## src/hw/rv_pipe_macros.svh

```systemverilog
// Widths, register count, reset PC and instruction field positions for rv_pipe.
// Included by the package and by every RTL file that uses them.
`ifndef RV_PIPE_MACROS_SVH
`define RV_PIPE_MACROS_SVH

`define RV_XLEN        32
`define RV_REG_IDX_W   5
`define RV_NUM_REGS    32
`define RV_IMM_W       12
`define RV_OPCODE_W    7
`define RV_RESET_PC    32'h0000_0000
`define RV_INSTR_BYTES 32'd4

// Instruction field positions
`define RV_F_OPCODE    6:0
`define RV_F_RD        11:7
`define RV_F_FUNCT3    14:12
`define RV_F_RS1       19:15
`define RV_F_RS2       24:20
`define RV_F_FUNCT7    31:25
`define RV_F_IMM_I     31:20

`endif

```

## src/hw/rv_pipe_pkg.sv

```systemverilog
// Shared types of the rv_pipe core.
// Import with rv_pipe_pkg::* in the module header.
`default_nettype none

`include "rv_pipe_macros.svh"

package rv_pipe_pkg;

  typedef logic [`RV_XLEN-1:0]      word_t;
  typedef logic [`RV_XLEN-1:0]      addr_t;
  typedef logic [`RV_REG_IDX_W-1:0] reg_idx_t;
  typedef logic [`RV_IMM_W-1:0]     imm_t;

  // Major opcodes of the supported subset
  typedef enum logic [`RV_OPCODE_W-1:0] {
    OP_REG    = 7'b0110011,
    OP_IMM    = 7'b0010011,
    OP_BRANCH = 7'b1100011
  } opcode_e;

  typedef enum logic [1:0] {
    ALU_ADD = 2'b00,
    ALU_SUB = 2'b01,
    ALU_AND = 2'b10,
    ALU_OR  = 2'b11
  } alu_op_e;

  // Instruction port handshake states
  typedef enum logic [1:0] {
    FS_IDLE    = 2'b00,
    FS_REQ     = 2'b01,
    FS_RELEASE = 2'b10
  } fetch_state_e;

endpackage

`default_nettype wire

```

## src/hw/register_file.sv

```systemverilog
// 32 x 32 integer register file with two combinational read ports.
// The clocked write port is fed from the execute register; x0 reads as zero.
`default_nettype none

`include "rv_pipe_macros.svh"

module register_file (
  input  logic                     clk,
  input  logic                     arst_n,
  input  logic [`RV_REG_IDX_W-1:0] rd_idx_a,
  input  logic [`RV_REG_IDX_W-1:0] rd_idx_b,
  output logic [`RV_XLEN-1:0]      rd_data_a,
  output logic [`RV_XLEN-1:0]      rd_data_b,
  input  logic                     wr_en,
  input  logic [`RV_REG_IDX_W-1:0] wr_idx,
  input  logic [`RV_XLEN-1:0]      wr_data
);

  logic [`RV_XLEN-1:0] regs [`RV_NUM_REGS];

  always_ff @(posedge clk or negedge arst_n)
  begin
    if (!arst_n)
    begin
      for (int i = 0; i < `RV_NUM_REGS; i++)
        regs[i] <= '0;
    end
    // Writes to x0 are dropped
    else if (wr_en && (wr_idx != '0))
      regs[wr_idx] <= wr_data;
  end

  // No bypass of a same-cycle write, the hazard unit stalls instead
  assign rd_data_a = (rd_idx_a == '0) ? '0 : regs[rd_idx_a];
  assign rd_data_b = (rd_idx_b == '0) ? '0 : regs[rd_idx_b];

endmodule

`default_nettype wire

```

## src/hw/fetch_stage.sv

```systemverilog
// Fetch stage: PC, four-phase instruction port master and fetch register.
// Holds under a decode stall; a redirect reloads the PC and drops data in flight.
`default_nettype none

`include "rv_pipe_macros.svh"

module fetch_stage
  import rv_pipe_pkg::*;
(
  input  logic  clk,
  input  logic  arst_n,
  input  logic  stall,
  input  logic  redirect,
  input  addr_t redirect_pc,
  output logic  imem_req,
  output addr_t imem_addr,
  input  logic  imem_ack,
  input  word_t imem_data,
  output logic  f_valid,
  output addr_t f_pc,
  output word_t f_instr
);

  fetch_state_e state;
  addr_t        pc;
  addr_t        pc_next;
  logic         discard;
  logic         accept;
  logic         start_ok;
  logic         load;

  // Data is taken off the port once it can be stored or is to be thrown away
  assign accept   = (state == FS_REQ) && imem_ack && (!stall || redirect || discard);
  assign load     = accept && !discard && !redirect;
  assign start_ok = !stall || redirect;
  assign imem_req = (state == FS_REQ);

  always_comb
  begin
    if (redirect)
      pc_next = redirect_pc;
    else if (accept && !discard)
      pc_next = pc + `RV_INSTR_BYTES;
    else
      pc_next = pc;
  end

  always_ff @(posedge clk or negedge arst_n)
  begin
    if (!arst_n)
    begin
      state     <= FS_IDLE;
      pc        <= `RV_RESET_PC;
      imem_addr <= `RV_RESET_PC;
      discard   <= 1'b0;
    end
    else
    begin
      pc <= pc_next;
      case (state)
        FS_IDLE:
        begin
          if (start_ok)
          begin
            state     <= FS_REQ;
            imem_addr <= pc_next;
          end
        end
        FS_REQ:
        begin
          if (accept)
            state <= FS_RELEASE;
        end
        FS_RELEASE:
        begin
          // Next request only once ack is seen low
          if (!imem_ack)
          begin
            state     <= start_ok ? FS_REQ : FS_IDLE;
            imem_addr <= pc_next;
          end
        end
        default: state <= FS_IDLE;
      endcase
      // Request outstanding across a redirect returns stale data
      if (accept)
        discard <= 1'b0;
      else if (redirect && (state == FS_REQ))
        discard <= 1'b1;
    end
  end

  always_ff @(posedge clk or negedge arst_n)
  begin
    if (!arst_n)
      f_valid <= 1'b0;
    else if (redirect)
      f_valid <= 1'b0;
    else if (load)
      f_valid <= 1'b1;
    else if (!stall)
      f_valid <= 1'b0;
  end

  always_ff @(posedge clk)
  begin
    if (load)
    begin
      f_pc    <= imem_addr;
      f_instr <= imem_data;
    end
  end

endmodule

`default_nettype wire

```

## src/hw/decode_stage.sv

```systemverilog
// Decode stage: control decode, immediate extension, RAW hazard stall and
// the decode register. Register operands are read combinationally.
`default_nettype none

`include "rv_pipe_macros.svh"

module decode_stage
  import rv_pipe_pkg::*;
(
  input  logic     clk,
  input  logic     arst_n,
  input  logic     f_valid,
  input  addr_t    f_pc,
  input  word_t    f_instr,
  output reg_idx_t rf_idx_a,
  output reg_idx_t rf_idx_b,
  input  word_t    rf_data_a,
  input  word_t    rf_data_b,
  input  logic     redirect,
  input  reg_idx_t ex_rd,
  input  logic     ex_reg_write,
  output logic     stall,
  output logic     d_valid,
  output addr_t    d_pc,
  output word_t    d_rs1_data,
  output word_t    d_rs2_data,
  output word_t    d_imm,
  output reg_idx_t d_rd,
  output alu_op_e  d_alu_op,
  output logic     d_use_imm,
  output logic     d_reg_write,
  output logic     d_branch,
  output addr_t    d_br_offset
);

  opcode_e    opcode;
  reg_idx_t   rs1;
  reg_idx_t   rs2;
  logic [2:0] funct3;
  logic [6:0] funct7;
  imm_t       imm_i;
  word_t      imm_i_ext;
  addr_t      imm_b_ext;
  alu_op_e    alu_op;
  logic       reg_write;
  logic       branch;
  logic       use_imm;
  logic       use_rs1;
  logic       use_rs2;
  logic       hit_a;
  logic       hit_b;
  logic       advance;

  assign opcode   = opcode_e'(f_instr[`RV_F_OPCODE]);
  assign rs1      = f_instr[`RV_F_RS1];
  assign rs2      = f_instr[`RV_F_RS2];
  assign funct3   = f_instr[`RV_F_FUNCT3];
  assign funct7   = f_instr[`RV_F_FUNCT7];
  assign rf_idx_a = rs1;
  assign rf_idx_b = rs2;

  assign imm_i     = f_instr[`RV_F_IMM_I];
  assign imm_i_ext = {{(`RV_XLEN - `RV_IMM_W){imm_i[`RV_IMM_W-1]}}, imm_i};
  // B-type offset, bit 0 is always zero
  assign imm_b_ext = {{(`RV_XLEN - 13){f_instr[31]}}, f_instr[31], f_instr[7],
                      f_instr[30:25], f_instr[11:8], 1'b0};

  // Unsupported encodings fall through as no-ops
  always_comb
  begin
    alu_op    = ALU_ADD;
    reg_write = 1'b0;
    branch    = 1'b0;
    use_imm   = 1'b0;
    use_rs1   = 1'b0;
    use_rs2   = 1'b0;
    case (opcode)
      OP_REG:
      begin
        reg_write = 1'b1;
        case ({funct7, funct3})
          {7'b0000000, 3'b000}: alu_op = ALU_ADD;
          {7'b0100000, 3'b000}: alu_op = ALU_SUB;
          {7'b0000000, 3'b111}: alu_op = ALU_AND;
          {7'b0000000, 3'b110}: alu_op = ALU_OR;
          default:              reg_write = 1'b0;
        endcase
        use_rs1 = reg_write;
        use_rs2 = reg_write;
      end
      OP_IMM:
      begin
        // ADDI only
        reg_write = (funct3 == 3'b000);
        use_imm   = 1'b1;
        use_rs1   = reg_write;
      end
      OP_BRANCH:
      begin
        // BEQ compares through a subtract
        branch  = (funct3 == 3'b000);
        alu_op  = ALU_SUB;
        use_rs1 = branch;
        use_rs2 = branch;
      end
      default: reg_write = 1'b0;
    endcase
  end

  // Producer still in the decode register or in the execute register
  assign hit_a = use_rs1 && (rs1 != '0) &&
                 ((d_valid && d_reg_write && (d_rd == rs1)) || (ex_reg_write && (ex_rd == rs1)));
  assign hit_b = use_rs2 && (rs2 != '0) &&
                 ((d_valid && d_reg_write && (d_rd == rs2)) || (ex_reg_write && (ex_rd == rs2)));

  assign stall   = f_valid && (hit_a || hit_b);
  assign advance = f_valid && !stall && !redirect;

  always_ff @(posedge clk or negedge arst_n)
  begin
    if (!arst_n)
    begin
      d_valid     <= 1'b0;
      d_reg_write <= 1'b0;
      d_branch    <= 1'b0;
    end
    else
    begin
      // Bubble on stall or redirect
      d_valid     <= advance;
      d_reg_write <= advance && reg_write;
      d_branch    <= advance && branch;
    end
  end

  always_ff @(posedge clk)
  begin
    if (advance)
    begin
      d_pc        <= f_pc;
      d_rs1_data  <= rf_data_a;
      d_rs2_data  <= rf_data_b;
      d_imm       <= imm_i_ext;
      d_rd        <= f_instr[`RV_F_RD];
      d_alu_op    <= alu_op;
      d_use_imm   <= use_imm;
      d_br_offset <= imm_b_ext;
    end
  end

endmodule

`default_nettype wire

```

## src/hw/execute_stage.sv

```systemverilog
// Execute stage: operand select, ALU, BEQ resolution and the execute register.
// The execute register is the write-back stage and feeds the hazard check.
`default_nettype none

module execute_stage
  import rv_pipe_pkg::*;
(
  input  logic     clk,
  input  logic     arst_n,
  input  logic     d_valid,
  input  addr_t    d_pc,
  input  word_t    d_rs1_data,
  input  word_t    d_rs2_data,
  input  word_t    d_imm,
  input  reg_idx_t d_rd,
  input  alu_op_e  d_alu_op,
  input  logic     d_use_imm,
  input  logic     d_reg_write,
  input  logic     d_branch,
  input  addr_t    d_br_offset,
  output logic     redirect,
  output addr_t    redirect_pc,
  output reg_idx_t ex_rd,
  output logic     ex_reg_write,
  output logic     wb_valid,
  output reg_idx_t wb_idx,
  output word_t    wb_data
);

  word_t operand_b;
  word_t alu_result;
  word_t ex_data;
  logic  alu_zero;

  assign operand_b = d_use_imm ? d_imm : d_rs2_data;

  always_comb
  begin
    case (d_alu_op)
      ALU_ADD: alu_result = d_rs1_data + operand_b;
      ALU_SUB: alu_result = d_rs1_data - operand_b;
      ALU_AND: alu_result = d_rs1_data & operand_b;
      ALU_OR:  alu_result = d_rs1_data | operand_b;
      default: alu_result = '0;
    endcase
  end

  // Taken BEQ when rs1 - rs2 is zero
  assign alu_zero    = (alu_result == '0);
  assign redirect    = d_valid && d_branch && alu_zero;
  assign redirect_pc = d_pc + d_br_offset;

  always_ff @(posedge clk or negedge arst_n)
  begin
    if (!arst_n)
      ex_reg_write <= 1'b0;
    else
      ex_reg_write <= d_valid && d_reg_write && (d_rd != '0);
  end

  always_ff @(posedge clk)
  begin
    if (d_valid)
    begin
      ex_rd   <= d_rd;
      ex_data <= alu_result;
    end
  end

  assign wb_valid = ex_reg_write;
  assign wb_idx   = ex_rd;
  assign wb_data  = ex_data;

endmodule

`default_nettype wire

```

## src/hw/rv_pipe.sv

```systemverilog
// Top of the rv_pipe core: fetch, decode and execute around the register file.
// Instructions arrive over the four-phase imem port; results leave on wb_*.
`default_nettype none

module rv_pipe
  import rv_pipe_pkg::*;
(
  input  logic     clk,
  input  logic     arst_n,
  output logic     imem_req,
  output addr_t    imem_addr,
  input  logic     imem_ack,
  input  word_t    imem_data,
  output logic     wb_valid,
  output reg_idx_t wb_idx,
  output word_t    wb_data
);

  logic     f_valid;
  addr_t    f_pc;
  word_t    f_instr;
  logic     stall;
  logic     redirect;
  addr_t    redirect_pc;
  reg_idx_t rf_idx_a;
  reg_idx_t rf_idx_b;
  word_t    rf_data_a;
  word_t    rf_data_b;
  logic     d_valid;
  addr_t    d_pc;
  word_t    d_rs1_data;
  word_t    d_rs2_data;
  word_t    d_imm;
  reg_idx_t d_rd;
  alu_op_e  d_alu_op;
  logic     d_use_imm;
  logic     d_reg_write;
  logic     d_branch;
  addr_t    d_br_offset;
  reg_idx_t ex_rd;
  logic     ex_reg_write;

  fetch_stage u_fetch (
    .clk         (clk),
    .arst_n      (arst_n),
    .stall       (stall),
    .redirect    (redirect),
    .redirect_pc (redirect_pc),
    .imem_req    (imem_req),
    .imem_addr   (imem_addr),
    .imem_ack    (imem_ack),
    .imem_data   (imem_data),
    .f_valid     (f_valid),
    .f_pc        (f_pc),
    .f_instr     (f_instr)
  );

  decode_stage u_decode (
    .clk          (clk),
    .arst_n       (arst_n),
    .f_valid      (f_valid),
    .f_pc         (f_pc),
    .f_instr      (f_instr),
    .rf_idx_a     (rf_idx_a),
    .rf_idx_b     (rf_idx_b),
    .rf_data_a    (rf_data_a),
    .rf_data_b    (rf_data_b),
    .redirect     (redirect),
    .ex_rd        (ex_rd),
    .ex_reg_write (ex_reg_write),
    .stall        (stall),
    .d_valid      (d_valid),
    .d_pc         (d_pc),
    .d_rs1_data   (d_rs1_data),
    .d_rs2_data   (d_rs2_data),
    .d_imm        (d_imm),
    .d_rd         (d_rd),
    .d_alu_op     (d_alu_op),
    .d_use_imm    (d_use_imm),
    .d_reg_write  (d_reg_write),
    .d_branch     (d_branch),
    .d_br_offset  (d_br_offset)
  );

  execute_stage u_execute (
    .clk          (clk),
    .arst_n       (arst_n),
    .d_valid      (d_valid),
    .d_pc         (d_pc),
    .d_rs1_data   (d_rs1_data),
    .d_rs2_data   (d_rs2_data),
    .d_imm        (d_imm),
    .d_rd         (d_rd),
    .d_alu_op     (d_alu_op),
    .d_use_imm    (d_use_imm),
    .d_reg_write  (d_reg_write),
    .d_branch     (d_branch),
    .d_br_offset  (d_br_offset),
    .redirect     (redirect),
    .redirect_pc  (redirect_pc),
    .ex_rd        (ex_rd),
    .ex_reg_write (ex_reg_write),
    .wb_valid     (wb_valid),
    .wb_idx       (wb_idx),
    .wb_data      (wb_data)
  );

  // Written from the execute register
  register_file u_regfile (
    .clk       (clk),
    .arst_n    (arst_n),
    .rd_idx_a  (rf_idx_a),
    .rd_idx_b  (rf_idx_b),
    .rd_data_a (rf_data_a),
    .rd_data_b (rf_data_b),
    .wr_en     (wb_valid),
    .wr_idx    (wb_idx),
    .wr_data   (wb_data)
  );

endmodule

`default_nettype wire

```

## config.mk

```make
export PLATFORM = sky130hd
export DESIGN_NAME = rv_pipe
export DESIGN_NICKNAME = d
export VERILOG_FILES = /design/src/hw/rv_pipe_pkg.sv /design/src/hw/register_file.sv /design/src/hw/fetch_stage.sv /design/src/hw/decode_stage.sv /design/src/hw/execute_stage.sv /design/src/hw/rv_pipe.sv
export VERILOG_INCLUDE_DIRS = /design/src /design/src/hw
export SDC_FILE = /design/constraint.sdc
export NUM_CORES = 2
export LEC_CHECK = 0
export CAP_MARGIN = 20
export CORE_MARGIN = 5
export CORE_UTILIZATION = 30
export DETAILED_ROUTE_END_ITERATION = 8
export DONT_BUFFER_PORTS = 1
export PLACE_DENSITY = 0.47
export SYNTH_ARGS = -nofsm -noshare
export SYNTH_HDL_FRONTEND = slang
export SYNTH_SLANG_ARGS = --single-unit
```

## constraint.sdc

```tcl
create_clock -name clk -period 9.85 [get_ports clk]
set_clock_uncertainty 0.2 [all_clocks]
set_input_delay 0.985 -clock clk [delete_from_list [all_inputs] [get_ports clk]]
set_output_delay 0.985 -clock clk [all_outputs]
set_load 0.05 [all_outputs]
```

==> key figures <==
Status
  – Status: finished, final reports clean

Placement
  – DP Wirelength: 129 mm
  – Pre-CTS setup slack: 1.52 ns
  – Dpl cells: 7345
  – Routability cong.: 0.915
  – I/O Buffers: 0
  – Area of placed instances: 73200 um2

Cells and area
  – Fillers: 22.4k
  – Area of the multi-input gates: 34200 um2
  – Final std cells w/o fill: 7665
  – Nets: 4594
  – Storage cell area: 33900 um2
  – Area growth syn-to-layout: 13.1%
  – Design Area, Final: 78900 um2
  – Layout cells sized above 1: 0.452
  – Final core occ: 0.340

Detailed routing
  – Drt first pass iters: 5
  – Final wirelength: 223 mm
  – Via density: 5.50
  – DR iter-0 viols: 3075
  – Avg WL per Cell: 29.2 um
  – DR vias: 42.1k
  – Final antenna-violating net count: 0
  – DRC Markers: 0

Clock tree
  – Clk Tree Root Cell: clkbuf_16
  – Clk sinks: 1313
  – CTS clk-pin slew, worst paths: 0.06 ns
  – Post-CTS setup buffer count: 0
  – PostCTS Resize Cnt: 0
  – CTS Hold Bufs: 26
  – H-tree levels: 4
  – Clock tree from TritonCTS: built
  – CTS buffer count: 158
  – Longest Clk Path Bufs: 3
  – Worst-skew pair later-pin latency: 0.81 ns

Yosys
  – Ys Warns: 0
  – Yosys reg bits: 1313
  – Synth cell types: 87
  – Synthesized area: 69800 um2
  – Simple-gate area share of the yosys netlist: 0.0362
  – Synth Area in XOR/XNOR: 0.0146
  – Avg Cell Area, Syn: 15.1 um2
  – Ys async rst share: 0.835
  – Multiplexer share of the synthesized area: 0.390
  – Largest family of logic cells by synthesized area: multiplexers
  – Synth Area in Adders: 0.0144
  – Synth Instances: 4628
  – Post-synthesis compound-gate area fraction: 0.0307
  – Synth Net Count: 4730
  – Sequential element share of the synthesized area: 0.487
  – Post-synth EDFFs: 217
  – Post-synth top flop: dfrtp_1

Timing
  – Final period utilization: 0.849
  – F_max: 120 MHz
  – Setup violations, final: 0
  – Relative slew slack: 0.156
  – Final critical-path required period: 8.36 ns
  – Setup TNS: 0 ns
  – Hold WS: 0.0771 ns
  – Final setup margin: 1.49 ns
  – Unrepaired setup endpoints after global routing: no
  – Tightest Pin Transition: 1.27 ns
  – Final Hold Fails: 0
  – Pins over their slew limit: 0

Power
  – Pwr per Cell Area: 209 nW/um2
  – Worst VDD drop: 0.000144 V
  – Final Power: 16.5 mW
  – LEAKAGE: 34.2 nW

Worst setup path
  – Worst setup path endpoint: u_decode.d_rs2_data[15]
  – Reg2reg setup slack: 1.49 ns
  – Crit Reg-Reg Startpoint: u_decode.d_use_imm
  – Required time of the worst setup path: 10.09 ns
  – R2r endpoint: u_decode.d_rs2_data[15]
  – Signal arrival time at the worst endpoint: 8.60 ns
  – CP max FO: 57
  – Crit path launch type: flop
  – Register-to-Register Path Depth: 23
  – Critical path class: reg -> reg
  – Setup crit end kind: flop
  – Worst Setup SP: u_decode.d_use_imm

Floorplan
  – Core area: 232000 um2
  – Die ar.: 242000 um2
  – Row count: 177
  – Starting Density: 0.301
  – Chip Height: 492 um
  – # IOs: 106
  – Die Span X: 492 um

Flow run
  – Max cap viols: 0

Global route
  – Global Route Usage Sum: 0.183
  – Largest net degree at the start of global routing: 249
  – Initial antenna violation count: 3
  – First-pass GRT wire length: 327 mm
  – Vias in the first global route: 44.1k
  – Grt ovf: 0

Hold path
  – Worst min-delay path class: in -> reg
## synth_stat cells (7+ instances only)
cell,instances,share of area
o211ai_1,13,0.0014
nor3b_1,7,0.00075
buf_1,112,0.0060
nor2b_1,16,0.0014
nand2_1,108,0.0058
a2111oi_0,7,0.00088
mux2_2,1029,0.17
a31oi_1,14,0.0013
maj3_1,14,0.0020
or3_1,20,0.0018
a21o_1,29,0.0031
mux4_2,640,0.21
o31ai_1,14,0.0015
mux2i_1,113,0.016
xnor2_1,66,0.0083
dfrtp_1,1096,0.39
a21boi_0,11,0.0012
and2_1,7,0.00063
ha_1,65,0.012
nor3_1,39,0.0028
nor2_1,177,0.0095
clkbuf_1,307,0.017
a211oi_1,10,0.0011
xor2_1,50,0.0063
o21a_1,8,0.00086
inv_1,52,0.0028
buf_2,18,0.0013
and3_1,14,0.0013
nand2b_1,17,0.0015
edfxtp_1,217,0.093
nand4_1,20,0.0018
nand3_1,37,0.0027
a21oi_1,89,0.0064
nor4_1,15,0.0013
o21ai_0,52,0.0037
## logic make-up after synthesis
kind of cell / Yosys count
AOI/OAI and AO/OA: 317
xor gates and xnor gates: 116
adders and majority gates: 82
buffers and inverters: 495
DFF: 1313
muxes: 1788
and+or+nand+nor: 517
## placed cells by master, fill, tap and decap left out, drive strengths merged, types with 15 or more instances in the layout
cell,n
xnor2,66
nand3,37
edfxtp,217
inv,62
ha,65
o21ai,56
clkbuf,236
dfrtp,1096
nor2,177
clkinv,32
nand2,109
or3,20
nor2b,16
nand2b,17
nor4,16
dlygate4sd3,27
a21o,29
nor3,40
xor2,50
mux2i,113
mux2,1035
maj3,15
mux4,640
a21oi,90
nand4,20
buf,119
## area by class of cell
cell class,count,area share
flip-flops and latches,1313,0.430
multi-input cells,2820,0.433
inverters,53,0.00252
well taps,3043,0.0483
clock buffers,236,0.0592
diodes,2,0.0000635
clock inverters,52,0.00780
repair buffers,146,0.0185
## power by group
group          leakage [nW]  switching, mW  internal (mW)
Clock                  2.60           2.41           3.55
Sequential             17.0          0.404           5.90
Combinational          14.6           2.90           1.32
Total                  34.2           5.71           10.8
## registers in the layout, indices dropped and copies added (netlist names), 2 cells and up
name / count
u_decode.d_pc: 32
u_decode.d_alu_op: 2
u_fetch.f_instr: 32
u_decode.d_rs1_data: 32
u_fetch.f_pc: 32
u_fetch.state: 2
u_execute.ex_rd: 5
u_fetch.pc: 32
u_decode.d_rd: 4
u_decode.d_rs2_data: 32
u_regfile.regs: 1024
u_fetch.imem_addr: 32
u_execute.wb_data: 32
u_decode.d_imm: 12
## worst min path at each step
stage | slack (ns) | endpoint | start | cells past startpoint
after floorplan | 0.20 | u_decode.d_br_offset[4] | u_fetch.f_instr[11] | 0
after global placement | 0.18 | u_regfile.regs[1022] | u_regfile.regs[1022] | 0
after detailed placement | 0.18 | u_regfile.regs[1003] | u_regfile.regs[1003] | 0
after CTS | 0.005 | u_fetch.f_instr[11] | imem_data[11] | 0
after global routing | 0.03 | u_fetch.f_instr[8] | imem_data[8] | 0
final | 0.08 | u_fetch.f_instr[11] | imem_data[11] | 0
## metal layers
metal | routed length, um | GRT usage | vias up
li1 | - | - | 17600
met1 | 101000 | 0.255 | 23200
met2 | 106000 | 0.297 | 961
met4 | 5850 | 0.0505 | 0
met3 | 10400 | 0.0314 | 299
met5 | 0 | 0 | -
## worst max-delay path: stages (launching register included)
cell and delay, ns:
edfxtp_1 0.83, mux2i_1 0.39, ha_1 0.25, o211ai_1 0.15, nor2_1 0.17, and3b_1 0.38, nand3_1 0.15, a21oi_1 0.20
o21a_1 0.27, nor3b_1 0.30, o32ai_1 0.12, a21boi_0 0.27, ha_1 0.39, or2_2 0.34, a21oi_1 0.14, a31oi_1 0.08
a2111oi_0 0.71, o21ai_0 0.25, and4_1 0.23, nor3_2 0.18, nor4_2 0.06, nand4_1 0.39, and3_4 0.93, buf_4 0.56
Power figures use the tool's default switching activity.
